===== src/hw/capture_pkg.sv =====
// Shared types and constants for the capture block

package capture_pkg;

   // ----------------------------------------
   // Scheduler states
   // ----------------------------------------
   typedef enum logic [1:0] {
      ST_IDLE  = 2'd0,   // Waiting for start
      ST_FILL  = 2'd1,   // Samples going into the block buffer
      ST_DRAIN = 2'd2,   // Block going out to the MCB
      ST_DONE  = 2'd3    // Parked until the next start
   } sched_state_e;

   // ----------------------------------------
   // Register map
   // ----------------------------------------
   typedef enum logic [1:0] {
      REG_CTRL  = 2'd0,  // Debug, const mode, delay
      REG_CDATA = 2'd1,  // Constant fake word
      REG_BASE  = 2'd2,  // Memory base address
      REG_START = 2'd3   // Write-only start command
   } reg_addr_e;

   // Bit positions inside REG_CTRL
   localparam int CTRL_DEBUG_BIT = 0;
   localparam int CTRL_CONST_BIT = 1;
   localparam int CTRL_DELAY_LSB = 2;   // Three bits wide

   // Fake source
   localparam int          LFSR_W    = 24;
   localparam logic [23:0] LFSR_SEED = 24'h5A5A5A;

   // MCB data bus width
   localparam int MCB_DW = 32;

endpackage


===== src/hw/capture_regs.sv =====
`timescale 1ns/10ps

// Configuration registers, written by a single-cycle strobe
module capture_regs #(
   parameter int AXNUM = 24,
   parameter int ABITS = 20
) (
   input  logic                     clk_e,
   input  logic                     rst_i,

   // Register write strobe
   input  logic                     reg_we_i,
   input  capture_pkg::reg_addr_e   reg_adr_i,
   input  logic [AXNUM-1:0]         reg_dat_i,

   // Configuration levels
   output logic                     debug_o,
   output logic                     const_mode_o,
   output logic [2:0]               delay_o,
   output logic [AXNUM-1:0]         cdata_o,
   output logic [ABITS-1:0]         base_o,

   // Start command
   output logic                     start_o
);

   // ----------------------------------------
   // Level registers
   // ----------------------------------------
   always_ff @(posedge clk_e) begin
      if (rst_i) begin
         debug_o      <= 1'b0;
         const_mode_o <= 1'b0;
         delay_o      <= 3'd0;
         cdata_o      <= '0;
         base_o       <= '0;
      end else if (reg_we_i) begin
         case (reg_adr_i)
            capture_pkg::REG_CTRL: begin
               debug_o      <= reg_dat_i[capture_pkg::CTRL_DEBUG_BIT];
               const_mode_o <= reg_dat_i[capture_pkg::CTRL_CONST_BIT];
               delay_o      <= reg_dat_i[capture_pkg::CTRL_DELAY_LSB +: 3];
            end
            capture_pkg::REG_CDATA: begin
               cdata_o <= reg_dat_i;
            end
            capture_pkg::REG_BASE: begin
               base_o <= ABITS'(reg_dat_i);   // Truncate or zero-fill to address width
            end
            default: begin
               // REG_START leaves the levels alone
            end
         endcase
      end
   end

   // ----------------------------------------
   // Start pulse
   // ----------------------------------------
   // One cycle high, the cycle after the write
   always_ff @(posedge clk_e) begin
      if (rst_i) begin
         start_o <= 1'b0;
      end else begin
         start_o <= reg_we_i && (reg_adr_i == capture_pkg::REG_START);
      end
   end

endmodule


===== src/hw/fake_antenna.sv =====
`timescale 1ns/10ps

// Debug data source, pseudo-random or constant
module fake_antenna #(
   parameter int AXNUM = 24
) (
   input  logic              clk_e,
   input  logic              rst_i,
   input  logic              start_i,      // Reload for a new block
   input  logic              fill_i,       // High while the buffer fills
   input  logic              const_mode_i,
   input  logic [AXNUM-1:0]  cdata_i,
   output logic [AXNUM-1:0]  fake_o
);

   logic [capture_pkg::LFSR_W-1:0] lfsr_q;
   logic [capture_pkg::LFSR_W-1:0] lfsr_src;
   logic [capture_pkg::LFSR_W-1:0] lfsr_nxt;
   logic                           fb;

   // ----------------------------------------
   // x^24 + x^23 + x^22 + x^17 + 1
   // ----------------------------------------
   // Stepping from the seed on start, otherwise from the current state
   assign lfsr_src = fill_i ? lfsr_q : capture_pkg::LFSR_SEED;
   assign fb       = lfsr_src[23] ^ lfsr_src[22] ^ lfsr_src[21] ^ lfsr_src[16];
   assign lfsr_nxt = {lfsr_src[22:0], fb};   // Shift left, feedback into bit 0

   // Output leads the fill state by one cycle, because the sample
   // register downstream eats a cycle; word 0 is the seed itself
   always_ff @(posedge clk_e) begin
      if (rst_i) begin
         lfsr_q <= capture_pkg::LFSR_SEED;
      end else if (fill_i || start_i) begin
         lfsr_q <= lfsr_nxt;                  // Start reloads, fill advances
      end else begin
         lfsr_q <= capture_pkg::LFSR_SEED;    // Parked on the seed between blocks
      end
   end

   // ----------------------------------------
   // Output select
   // ----------------------------------------
   always_comb begin
      if (const_mode_i) begin
         fake_o = cdata_i;
      end else begin
         fake_o = AXNUM'(lfsr_q);   // 24-bit sequence
      end
   end

endmodule


===== src/hw/sample_delay.sv =====
`timescale 1ns/10ps

// Antenna capture with whole-cycle delay and fake/real select
module sample_delay #(
   parameter int AXNUM = 24
) (
   input  logic              clk_e,
   input  logic              rst_i,
   input  logic [AXNUM-1:0]  ax_data_i,   // Antenna word, one per clock
   input  logic [AXNUM-1:0]  fake_i,      // From the debug generator
   input  logic              debug_i,
   input  logic [2:0]        delay_i,     // 0..7 clocks
   output logic [AXNUM-1:0]  sample_o
);

   // ----------------------------------------
   // Tap line
   // ----------------------------------------
   // Seven stages behind the live input
   logic [7:1][AXNUM-1:0] tap_q;
   logic [7:0][AXNUM-1:0] taps;
   logic [AXNUM-1:0]      real_w;
   logic [AXNUM-1:0]      sel_w;

   always_ff @(posedge clk_e) begin
      tap_q <= {tap_q[6:1], ax_data_i};   // Oldest drops off the top
   end

   // Tap 0 is the live input, tap n is n clocks old
   assign taps = {tap_q, ax_data_i};

   always_comb begin
      real_w = taps[delay_i];
   end

   // ----------------------------------------
   // Source select and sample register
   // ----------------------------------------
   always_comb begin
      if (debug_i) begin
         sel_w = fake_i;      // Debug generator
      end else begin
         sel_w = real_w;      // Delayed antenna data
      end
   end

   // Same word feeds the buffer and the monitor port
   always_ff @(posedge clk_e) begin
      if (rst_i) begin
         sample_o <= '0;
      end else begin
         sample_o <= sel_w;
      end
   end

endmodule


===== src/hw/block_buffer.sv =====
`timescale 1ns/10ps

// Simple dual-port block RAM for one capture block
module block_buffer #(
   parameter int AXNUM     = 24,
   parameter int BLOCK_LEN = 64
) (
   input  logic                          clk_e,

   // Write port, fill side
   input  logic                          wr_en_i,
   input  logic [$clog2(BLOCK_LEN)-1:0]  wr_adr_i,
   input  logic [AXNUM-1:0]              wr_dat_i,

   // Read port, drain side
   input  logic [$clog2(BLOCK_LEN)-1:0]  rd_adr_i,
   output logic [AXNUM-1:0]              rd_dat_o
);

   logic [AXNUM-1:0] mem [0:BLOCK_LEN-1];

   // ----------------------------------------
   // Write
   // ----------------------------------------
   always_ff @(posedge clk_e) begin
      if (wr_en_i) begin
         mem[wr_adr_i] <= wr_dat_i;
      end
   end

   // Registered read, data one clock after address
   always_ff @(posedge clk_e) begin
      rd_dat_o <= mem[rd_adr_i];
   end

endmodule


===== src/hw/store_scheduler.sv =====
`timescale 1ns/10ps

// Fill the block buffer after start, then drain it to the MCB
module store_scheduler #(
   parameter int AXNUM     = 24,
   parameter int ABITS     = 20,
   parameter int BLOCK_LEN = 64
) (
   input  logic                            clk_e,
   input  logic                            rst_i,
   input  logic                            start_i,
   input  logic [ABITS-1:0]                base_i,
   input  logic [AXNUM-1:0]                sample_i,
   input  logic [AXNUM-1:0]                buf_rd_dat_i,
   input  logic                            mcb_rdy_i,

   // Block buffer
   output logic                            buf_wr_en_o,
   output logic [$clog2(BLOCK_LEN)-1:0]    buf_wr_adr_o,
   output logic [AXNUM-1:0]                buf_wr_dat_o,
   output logic [$clog2(BLOCK_LEN)-1:0]    buf_rd_adr_o,

   // Fake generator
   output logic                            fill_o,

   // MCB command port
   output logic                            mcb_ce_o,
   output logic                            mcb_wr_o,
   output logic [ABITS-1:0]                mcb_adr_o,
   output logic [capture_pkg::MCB_DW-1:0]  mcb_dat_o,

   output capture_pkg::sched_state_e       state_o
);

   localparam int            AW       = $clog2(BLOCK_LEN);
   localparam int            CW       = AW + 1;
   localparam logic [AW-1:0] LAST_ADR = AW'(BLOCK_LEN - 1);
   localparam logic [CW-1:0] BLK_CNT  = CW'(BLOCK_LEN);

   logic [AW-1:0]                  fill_cnt;    // Next buffer write address
   logic [CW-1:0]                  issue_cnt;   // Words loaded into the command register
   logic [CW-1:0]                  issue_nxt;
   logic [AW-1:0]                  ack_cnt;     // Words taken by the MCB
   logic [ABITS-1:0]               base_q;
   logic                           rd_valid;    // Buffer output tracks issue_cnt
   logic                           start_ok;
   logic                           cmd_free;
   logic                           cmd_load;
   logic                           cmd_done;
   logic [capture_pkg::MCB_DW-1:0] rd_word;

   // ----------------------------------------
   // Handshake decode
   // ----------------------------------------
   assign start_ok = start_i && (state_o == capture_pkg::ST_IDLE ||
                                 state_o == capture_pkg::ST_DONE);
   assign cmd_done = mcb_ce_o && mcb_rdy_i;       // Transfer completes this edge
   assign cmd_free = !mcb_ce_o || mcb_rdy_i;      // Command register can take a word
   assign cmd_load = (state_o == capture_pkg::ST_DRAIN) && rd_valid &&
                     (issue_cnt != BLK_CNT) && cmd_free;

   // Read address runs one word ahead, so the RAM output is always
   // the word the command register takes next
   assign issue_nxt    = cmd_load ? issue_cnt + CW'(1) : issue_cnt;
   assign buf_rd_adr_o = issue_nxt[AW-1:0];

   // Fill side
   assign fill_o       = (state_o == capture_pkg::ST_FILL);
   assign buf_wr_en_o  = fill_o;
   assign buf_wr_adr_o = fill_cnt;
   assign buf_wr_dat_o = sample_i;   // Sample k lands at address k

   always_comb begin
      rd_word                = '0;             // Zero-extend to the MCB width
      rd_word[AXNUM-1:0]     = buf_rd_dat_i;
   end

   // ----------------------------------------
   // State machine
   // ----------------------------------------
   always_ff @(posedge clk_e) begin
      if (rst_i) begin
         state_o   <= capture_pkg::ST_IDLE;
         fill_cnt  <= '0;
         issue_cnt <= '0;
         ack_cnt   <= '0;
         rd_valid  <= 1'b0;
      end else begin
         rd_valid <= (state_o == capture_pkg::ST_DRAIN);   // First drain cycle primes the RAM
         case (state_o)
            capture_pkg::ST_IDLE, capture_pkg::ST_DONE: begin
               if (start_ok) begin
                  state_o   <= capture_pkg::ST_FILL;
                  fill_cnt  <= '0;
                  issue_cnt <= '0;
                  ack_cnt   <= '0;
               end
            end
            capture_pkg::ST_FILL: begin
               fill_cnt <= fill_cnt + AW'(1);
               if (fill_cnt == LAST_ADR) begin
                  state_o <= capture_pkg::ST_DRAIN;
               end
            end
            capture_pkg::ST_DRAIN: begin
               issue_cnt <= issue_nxt;
               if (cmd_done) begin
                  ack_cnt <= ack_cnt + AW'(1);
                  if (ack_cnt == LAST_ADR) begin
                     state_o <= capture_pkg::ST_DONE;   // Last word accepted
                  end
               end
            end
            default: begin
               state_o <= capture_pkg::ST_IDLE;
            end
         endcase
      end
   end

   // Base held for the whole block
   always_ff @(posedge clk_e) begin
      if (start_ok) begin
         base_q <= base_i;
      end
   end

   // ----------------------------------------
   // MCB command register
   // ----------------------------------------
   always_ff @(posedge clk_e) begin
      if (rst_i) begin
         mcb_ce_o <= 1'b0;
      end else if (cmd_load) begin
         mcb_ce_o <= 1'b1;
      end else if (cmd_done) begin
         mcb_ce_o <= 1'b0;
      end
   end

   // Address and data only move when a new word is loaded
   always_ff @(posedge clk_e) begin
      if (cmd_load) begin
         mcb_adr_o <= base_q + ABITS'(issue_cnt);
         mcb_dat_o <= rd_word;
      end
   end

   assign mcb_wr_o = mcb_ce_o;   // Write-only master

endmodule


===== src/hw/capture_top.sv =====
`timescale 1ns/10ps

// Capture block top level
module capture_top #(
   parameter int AXNUM     = 24,
   parameter int ABITS     = 20,
   parameter int BLOCK_LEN = 64
) (
   input  logic                            clk_e,
   input  logic                            rst_i,

   // Register writes
   input  logic                            reg_we_i,
   input  capture_pkg::reg_addr_e          reg_adr_i,
   input  logic [AXNUM-1:0]                reg_dat_i,

   // Antenna data in, selected stream out
   input  logic [AXNUM-1:0]                ax_data_i,
   output logic [AXNUM-1:0]                ax_data_o,

   // Memory controller
   output logic                            mcb_ce_o,
   output logic                            mcb_wr_o,
   output logic [ABITS-1:0]                mcb_adr_o,
   output logic [capture_pkg::MCB_DW-1:0]  mcb_dat_o,
   input  logic                            mcb_rdy_i,

   output capture_pkg::sched_state_e       state_o
);

   // ----------------------------------------
   // Configuration and control
   // ----------------------------------------
   logic                          debug;
   logic                          const_mode;
   logic [2:0]                    delay;
   logic [AXNUM-1:0]              cdata;
   logic [ABITS-1:0]              base;
   logic                          start;
   logic                          fill;
   logic [AXNUM-1:0]              fake;

   // Buffer ports
   logic                          buf_wr_en;
   logic [$clog2(BLOCK_LEN)-1:0]  buf_wr_adr;
   logic [AXNUM-1:0]              buf_wr_dat;
   logic [$clog2(BLOCK_LEN)-1:0]  buf_rd_adr;
   logic [AXNUM-1:0]              buf_rd_dat;

   capture_regs #(.AXNUM(AXNUM), .ABITS(ABITS)) u_regs (
      .clk_e(clk_e), .rst_i(rst_i),
      .reg_we_i(reg_we_i), .reg_adr_i(reg_adr_i), .reg_dat_i(reg_dat_i),
      .debug_o(debug), .const_mode_o(const_mode), .delay_o(delay),
      .cdata_o(cdata), .base_o(base), .start_o(start)
   );

   fake_antenna #(.AXNUM(AXNUM)) u_fake (
      .clk_e(clk_e), .rst_i(rst_i), .start_i(start), .fill_i(fill),
      .const_mode_i(const_mode), .cdata_i(cdata), .fake_o(fake)
   );

   // Sample register also drives the monitor port
   sample_delay #(.AXNUM(AXNUM)) u_delay (
      .clk_e(clk_e), .rst_i(rst_i), .ax_data_i(ax_data_i), .fake_i(fake),
      .debug_i(debug), .delay_i(delay), .sample_o(ax_data_o)
   );

   block_buffer #(.AXNUM(AXNUM), .BLOCK_LEN(BLOCK_LEN)) u_buf (
      .clk_e(clk_e), .wr_en_i(buf_wr_en), .wr_adr_i(buf_wr_adr),
      .wr_dat_i(buf_wr_dat), .rd_adr_i(buf_rd_adr), .rd_dat_o(buf_rd_dat)
   );

   store_scheduler #(.AXNUM(AXNUM), .ABITS(ABITS), .BLOCK_LEN(BLOCK_LEN)) u_sched (
      .clk_e(clk_e), .rst_i(rst_i), .start_i(start), .base_i(base),
      .sample_i(ax_data_o), .buf_rd_dat_i(buf_rd_dat), .mcb_rdy_i(mcb_rdy_i),
      .buf_wr_en_o(buf_wr_en), .buf_wr_adr_o(buf_wr_adr),
      .buf_wr_dat_o(buf_wr_dat), .buf_rd_adr_o(buf_rd_adr), .fill_o(fill),
      .mcb_ce_o(mcb_ce_o), .mcb_wr_o(mcb_wr_o), .mcb_adr_o(mcb_adr_o),
      .mcb_dat_o(mcb_dat_o), .state_o(state_o)
   );

endmodule


===== config.mk =====
export PLATFORM = sky130hd
export DESIGN_NAME = capture_top
export DESIGN_NICKNAME = d
export VERILOG_FILES = /design/src/hw/capture_pkg.sv /design/src/hw/capture_regs.sv /design/src/hw/fake_antenna.sv /design/src/hw/sample_delay.sv /design/src/hw/block_buffer.sv /design/src/hw/store_scheduler.sv /design/src/hw/capture_top.sv
export SDC_FILE = /design/constraint.sdc
export NUM_CORES = 2
export LEC_CHECK = 0
export BUFFER_PORTS_ARGS = -buffer_cell sky130_fd_sc_hd__buf_2
export CAP_MARGIN = 20
export CORE_UTILIZATION = 56
export DETAILED_ROUTE_END_ITERATION = 16
export PLACE_DENSITY = 0.75
export SLEW_MARGIN = 20
export SYNTH_ARGS = -nofsm -noshare
export SYNTH_HDL_FRONTEND = slang
export SYNTH_HIERARCHICAL = 1
export SYNTH_SLANG_ARGS = --single-unit

===== constraint.sdc =====
create_clock -name clk_e -period 4.05 [get_ports clk_e]
set_input_delay 0.405 -clock clk_e [delete_from_list [all_inputs] [get_ports clk_e]]
set_output_delay 0.405 -clock clk_e [all_outputs]
set_load 0.05 [all_outputs]

# [Yosys cells after proc, flatten, opt, wreduce, memory -nomap -nowiden]
# Memory sizes are Yosys's and may differ from the RTL's. A register that Yosys moved wholly into a read port is not among the register bits.
# Cells that the tools add are included.
[classes] add_sub_neg=4 magnitude_cmp=1 n_eq_ne=14 n_mux=21 bitwise=5 reduce_logical=26
[ops] cell="$mux W24" n=4
[ops] cell="$bmux W24 S3" n=1
[ops] cell="$pmux W6 S2" n=2
[ops] cell="$add A20 B7 Y20" n=1
[ops] cell="$mux W7" n=2
[ops] cell="$pmux W7 S2" n=1
[ops] cell="$add A6 B1 Y6 const B" n=2
[ops] cell="$eq A6 B6 Y1 const B" n=2
[ops] cell="$mux W6" n=2
[ops] cell="$reduce_and A2 Y1" n=5
[ops] cell="$eq A2 B2 Y1 const B" n=4
[ops] cell="$mux W2" n=4
[ops] cell="$ne A2 B1 Y1 const B" n=4
[ops] cell="$add A7 B1 Y7 const B" n=1
[ops] cell="$ne A7 B7 Y1 const B" n=1
[ops] cell="$logic_and A1 B1 Y1" n=6
[ops] cell="$pmux W2 S3" n=1
[ops] cell="$reduce_and A3 Y1" n=2
[ops] cell="$reduce_bool A2 Y1" n=3
[ops] cell="$eq A2 B1 Y1 const B" n=2
[ops] cell="$logic_not A2 Y1" n=2
[ops] cell="$lt A3 B4 Y1 const B" n=1
[ops] cell="$mux W1" n=4
[ops] cell="$reduce_and A4 Y1" n=1
[ops] cell="other kinds (7)" n=13
[totals] register_bits=353 ramBits=1536 input_bits=54 out_inout_bits=80 wordCells=98 n_memories=1
[mem_list] memory="u_buf.mem" depth=64 word_bits=24 read_ports=1 rd_ports_with_merged_regs=1 wr=1 line="block_buffer.sv:20" source="logic [AXNUM-1:0] mem [0:BLOCK_LEN-1];"

# [Logic depth before layout (Yosys ltp)]
[logic_depth] depth_word=6 mapped_depth=17 ltp_nobuf=11

# [Hierarchy]
# The synthesis kept the hierarchy.
[by_module_without_submodules] module="block_buffer" n_inst=1 cells_each=2610 area_per_inst_um2=59295.6 seq_area_each_um2=46604.7
[by_module_without_submodules] module="sample_delay" n_inst=1 cells_each=465 area_per_inst_um2=5801.8 seq_area_each_um2=3843.7
[by_module_without_submodules] module="store_scheduler" n_inst=1 cells_each=337 area_per_inst_um2=4093.9 seq_area_each_um2=2382.3
[by_module_without_submodules] module="capture_regs" n_inst=1 cells_each=193 area_per_inst_um2=2095.8 seq_area_each_um2=1001.0
[by_module_without_submodules] module="fake_antenna" n_inst=1 cells_each=102 area_per_inst_um2=1064.8 seq_area_each_um2=480.5

# [Worst setup path after synthesis]
# OpenSTA, ideal clock, no wires.
[synth_timing] path_type="reg-to-reg" start="register u_sched.state_o[1]" end="register u_buf.rd_dat_o[18] (read register of u_buf.mem)" setup_time_ps=123 arrival_time_ps=3959 t_required_ps=3927 setup_slack_ps=-32 path_stages_with_launch=15 n_path_buf=5 period_less_slack_ps=4082 cell_sequence="dfxtp_1 ha_1 buf_2 nand2_1 a211oi_2 buf_2 xnor2_1 buf_2 buf_6 buf_4 mux4_2 a221oi_1 o21ai_0 nand3_1 o21ai_0"
[synth_between] elab_chain_cells=5
[synth_rtl] item="from (decl)" line="store_scheduler.sv:32" source="output capture_pkg::sched_state_e state_o"
[synth_rtl] item="from (signal assigned)" line="store_scheduler.sv:83" source="state_o <= capture_pkg::ST_IDLE;"
[synth_rtl] item="from (signal assigned)" line="store_scheduler.sv:93" source="state_o <= capture_pkg::ST_FILL;"
[synth_rtl] item="from (signal assigned)" line="store_scheduler.sv:102" source="state_o <= capture_pkg::ST_DRAIN;"
[synth_rtl] item="$eq A2 B2 Y1" line="store_scheduler.sv:59" source="assign cmd_load = (state_o == capture_pkg::ST_DRAIN) && rd_valid &&"
[synth_rtl] item="$logic_and A1 B1 Y1 (2 in series)" line="store_scheduler.sv:59"
[synth_rtl] item="$logic_and A1 B1 Y1" line="store_scheduler.sv:60" source="(issue_cnt != BLK_CNT) && cmd_free;"
[synth_rtl] item="via u_sched.cmd_load" line="store_scheduler.sv:48" source="logic cmd_load;"
[synth_rtl] item="$mux W7" line="store_scheduler.sv:64" source="assign issue_nxt = cmd_load ? issue_cnt + CW'(1) : issue_cnt;"
[synth_rtl] item="via buf_rd_adr[0]" line="capture_top.sv:47" source="logic [$clog2(BLOCK_LEN)-1:0] buf_rd_adr;"
[synth_rtl] item="to (decl)" line="block_buffer.sv:17" source="output logic [AXNUM-1:0] rd_dat_o"
# The timed path passes the listed nets, and every way through them passes these cells. The select of a mux whose other input is x is not followed.
# A chain may end at the register's enable or synchronous reset.

# [Worst setup path in the final report]
[layout_timing] start="register u_sched.issue_cnt[1]" end="register u_buf.rd_dat_o[11] (read register of u_buf.mem)"
[layout_between] elab_chain_cells=4 word_cells_on_any_way=5 cone_classes="add/sub: 1; eq/ne: 1; mux: 1; reduce/logical: 2"
[layout_rtl] item="from (decl)" line="store_scheduler.sv:41" source="logic [CW-1:0] issue_cnt;"
[layout_rtl] item="from (signal assigned)" line="store_scheduler.sv:106" source="issue_cnt <= issue_nxt;"
[layout_rtl] item="parallel branches: the longest is 3 deep, another holds $add A7 B1 Y7"
[layout_rtl] item="$mux W7 *" line="store_scheduler.sv:64"
[layout_rtl] item="via buf_rd_adr[1]" line="capture_top.sv:47"
# Mark *: on every way through the listed nets, which the timed path passes. The select of a mux whose other input is x is not followed.

==> metrics <==
Syn Std Cell Area=0.0724 mm2; met3 routed WL=21.5 mm; Max FO, Critical Path=34; startpoint types=flop; clock sink count=1913; Clk Latency, worst-skew pair=0.82 ns; DRT met1 WL=64.6 mm; final worst-path cycle share=98.1%; Synth async-reset ratio=0%; Multi-input gate area=0.0169 mm2; first-pass GRT wire length=254 mm; layout cells sized above 1=27.6%; post-route cell area=0.0824 mm2; io pins=134; Placeable Area=0.128 mm2; Worst slew margin=26.4%; placed cell count=5476; Residual DRC=0; final hold viol count=0; maximum clock path buffer count=3; fill count=8249; Root Buffer=clkbuf_16; maximum VDD drop=0.458 mV; Yosys warnings=6; max_cap viols=0; status=complete, no violations; register area=0.0543 mm2; post-synthesis sequential area ratio=75.1%; Finished Layout Cells=5870; area of placed instances=0.0758 mm2; clk_skew=0.0493 ns; Cells after Synth=3707; Yosys reg bits=1913; area grow syn2layout=13.9%; CTS tree=yes; Initial DRC Count=4111; Fmax achieved=0.252 GHz; number of synthesized flops with an enable pin=1600; Routed Antenna Nets=0; Port Buf Inserts=125; largest net degree at the start of global routing=66; Die H=361 um; RSZ-0062 raised after global routing=yes; # setup viols final=0; leakage power=26.7 nW; initial core utilization=56.6%; Final Max Tran Viols=0; min-delay worst type=in2reg; Post-DP HPWL=103 mm; vias in the first global route=37638; Rows=131; critical path required time=4.75 ns; gr usage total=27.1%; Worst-path clk slew=0.06 ns; H-tree Lvls=4; Routed WL=176 mm; max layer used=met5; Routed wire per std cell=29.9 um; Tmin final=3.97 ns; hold_ws=0.175 ns; initial antenna violation count=13; DR vias/cell=6.39; Die Wd=361 um; Post-synth top flop=edfxtp_1; CP Class=reg2reg; TritonRoute pass-1 iters=5; Overflow after GRT=0; synthesized area per cell=19.5 um2; Pwr Density=491 mW/mm2; final cell utilization of the core=64.4%; Synth cell types=76; Vias=37485; met2 wire length=82.4 mm; CP arrival=4.67 ns; Worst-Margin Slew=1.10 ns; setup TNS=0 ns; total CTS buffers=182; nets=4121; Die ar.=0.131 mm2; CP endpoint kind=flop; GPL Wtd Cong=0.840
[sequential cells by signal (all words and copies together), names as in the netlist, 7 cells and up]
| signal | flops |
|---|---|
| u_sched/issue_cnt | 7 |
| u_regs/base_o | 20 |
| u_sched/mcb_adr_o | 20 |
| u_buf/mem | 1536 |
| u_buf/rd_dat_o | 24 |
| u_sched/mcb_dat_o | 24 |
| u_delay/sample_o | 24 |
| u_delay/tap_q | 168 |
| u_sched/base_q | 20 |
| u_regs/cdata_o | 24 |
| u_fake/lfsr_q | 24 |
[worst paths after layout]
path                                           from                          end  slack (ns)  cells past startpoint
setup / recovery  u_sched/issue_cnt[1]$_SDFFE_PP0P_   u_buf/rd_dat_o[11]$_DFF_P_        0.08                     13
hold / removal                                rst_i  u_sched/rd_valid$_SDFF_PP0_        0.18                      2
setup reg to reg  u_sched/issue_cnt[1]$_SDFFE_PP0P_   u_buf/rd_dat_o[11]$_DFF_P_        0.08                     13
hold reg to reg           u_delay/tap_q[36]$_DFF_P_    u_delay/tap_q[60]$_DFF_P_        0.35                      0
[area by class of cell]
type	instances	share of cell area (%)
Sequential cell	1913	66.0
Timing Repair Buffer	388	3.75
Multi-Input combinational cell	1519	20.5
Antenna cell	2	0.00608
Tap cell	1662	2.52
Inverter	48	0.219
Clock buffer	245	6.05
Clock inverter	93	1.00
[cell usage in the layout, fill, tap and decap left out, types with 67 or more instances in the layout]
cell type,instances
a21oi_1,67
buf_2,125
buf_4,178
clkbuf_16,186
dfxtp_1,287
edfxtp_1,1600
mux2i_1,240
mux4_2,355
nand2b_1,85
nor2_1,87
o22ai_1,77
[report_power, final]
part           switching, mW  internal, mW  total [mW]
Clock                   7.23          9.26        16.5
Sequential             0.305          21.9        22.2
Combinational           1.27         0.553        1.83
Total                   8.81          31.7        40.5
[worst max-delay path: stages (launching register included)]
cell and delay (ns):
dfxtp_1 0.44, inv_1 0.14, ha_1 0.20, nor4b_4 0.15, a211oi_4 0.35, buf_4 0.25, nand2_1 0.10, o21ai_4 0.10
clkinv_1 0.39, buf_4 0.45, mux2_2 0.39, o22ai_1 0.39, a221oi_1 0.21, o21a_1 0.26
[logic make-up (layout without fill, tap and decap cells)]
logic type / count (synthesis) / count (layout) / share of synthesized area [%]
other cells: 1 / 10 / 0.00518
buf+inv: 282 / 774 / 2.14
compound gates: 374 / 374 / 3.65
flops: 1913 / 1913 / 75.1
simple gates: 428 / 428 / 3.00
mux: 667 / 667 / 15.5
fa+ha+maj: 15 / 15 / 0.270
xor+xnor: 27 / 27 / 0.327
[Yosys cell counts, drive strengths merged (20+ instances only)]
cell | number | share of area, %
nand2 | 63 | 0.33
nand2b | 86 | 0.74
mux2i | 243 | 3.4
buf | 167 | 1.5
dfxtp | 313 | 8.7
edfxtp | 1600 | 66
inv | 47 | 0.24
a22oi | 30 | 0.31
clkbuf | 67 | 0.36
o41a | 24 | 0.37
nand3 | 30 | 0.21
mux4 | 355 | 11
mux2 | 69 | 1.1
a31oi | 20 | 0.17
o21ai | 40 | 0.28
o22ai | 77 | 0.67
a21oi | 68 | 0.48
nor2 | 149 | 0.77
a221oi | 52 | 0.63
[routing by layer]
| metal | GRT usage, % | vias up |
|---|---|---|
| met5 | 0 | - |
| met4 | 10.7 | 10 |
| met3 | 8.36 | 356 |
| met2 | 41.7 | 2276 |
| met1 | 36.4 | 19233 |
| li1 | - | 15610 |
[through the flow]
stage	setup slack (ns)	total power, mW
final	0.0785	40.5
after global routing	-0.0252	41.5
after CTS	0.0305	40.7
after detailed placement	-0.546	24.3
after global placement	-0.392	24.3
after floorplan	0.223	23.5
[timing repair]
action	in CTS	in global routing
gates cloned	0	1
setup endpoints to repair	13	21
buffers inserted	0	1
hold buffers	52	0
pin swaps	0	2
hold endpoints to repair	86	0
gates resized for setup	12	21
Note: power is estimated with default switching activity, not from simulation.
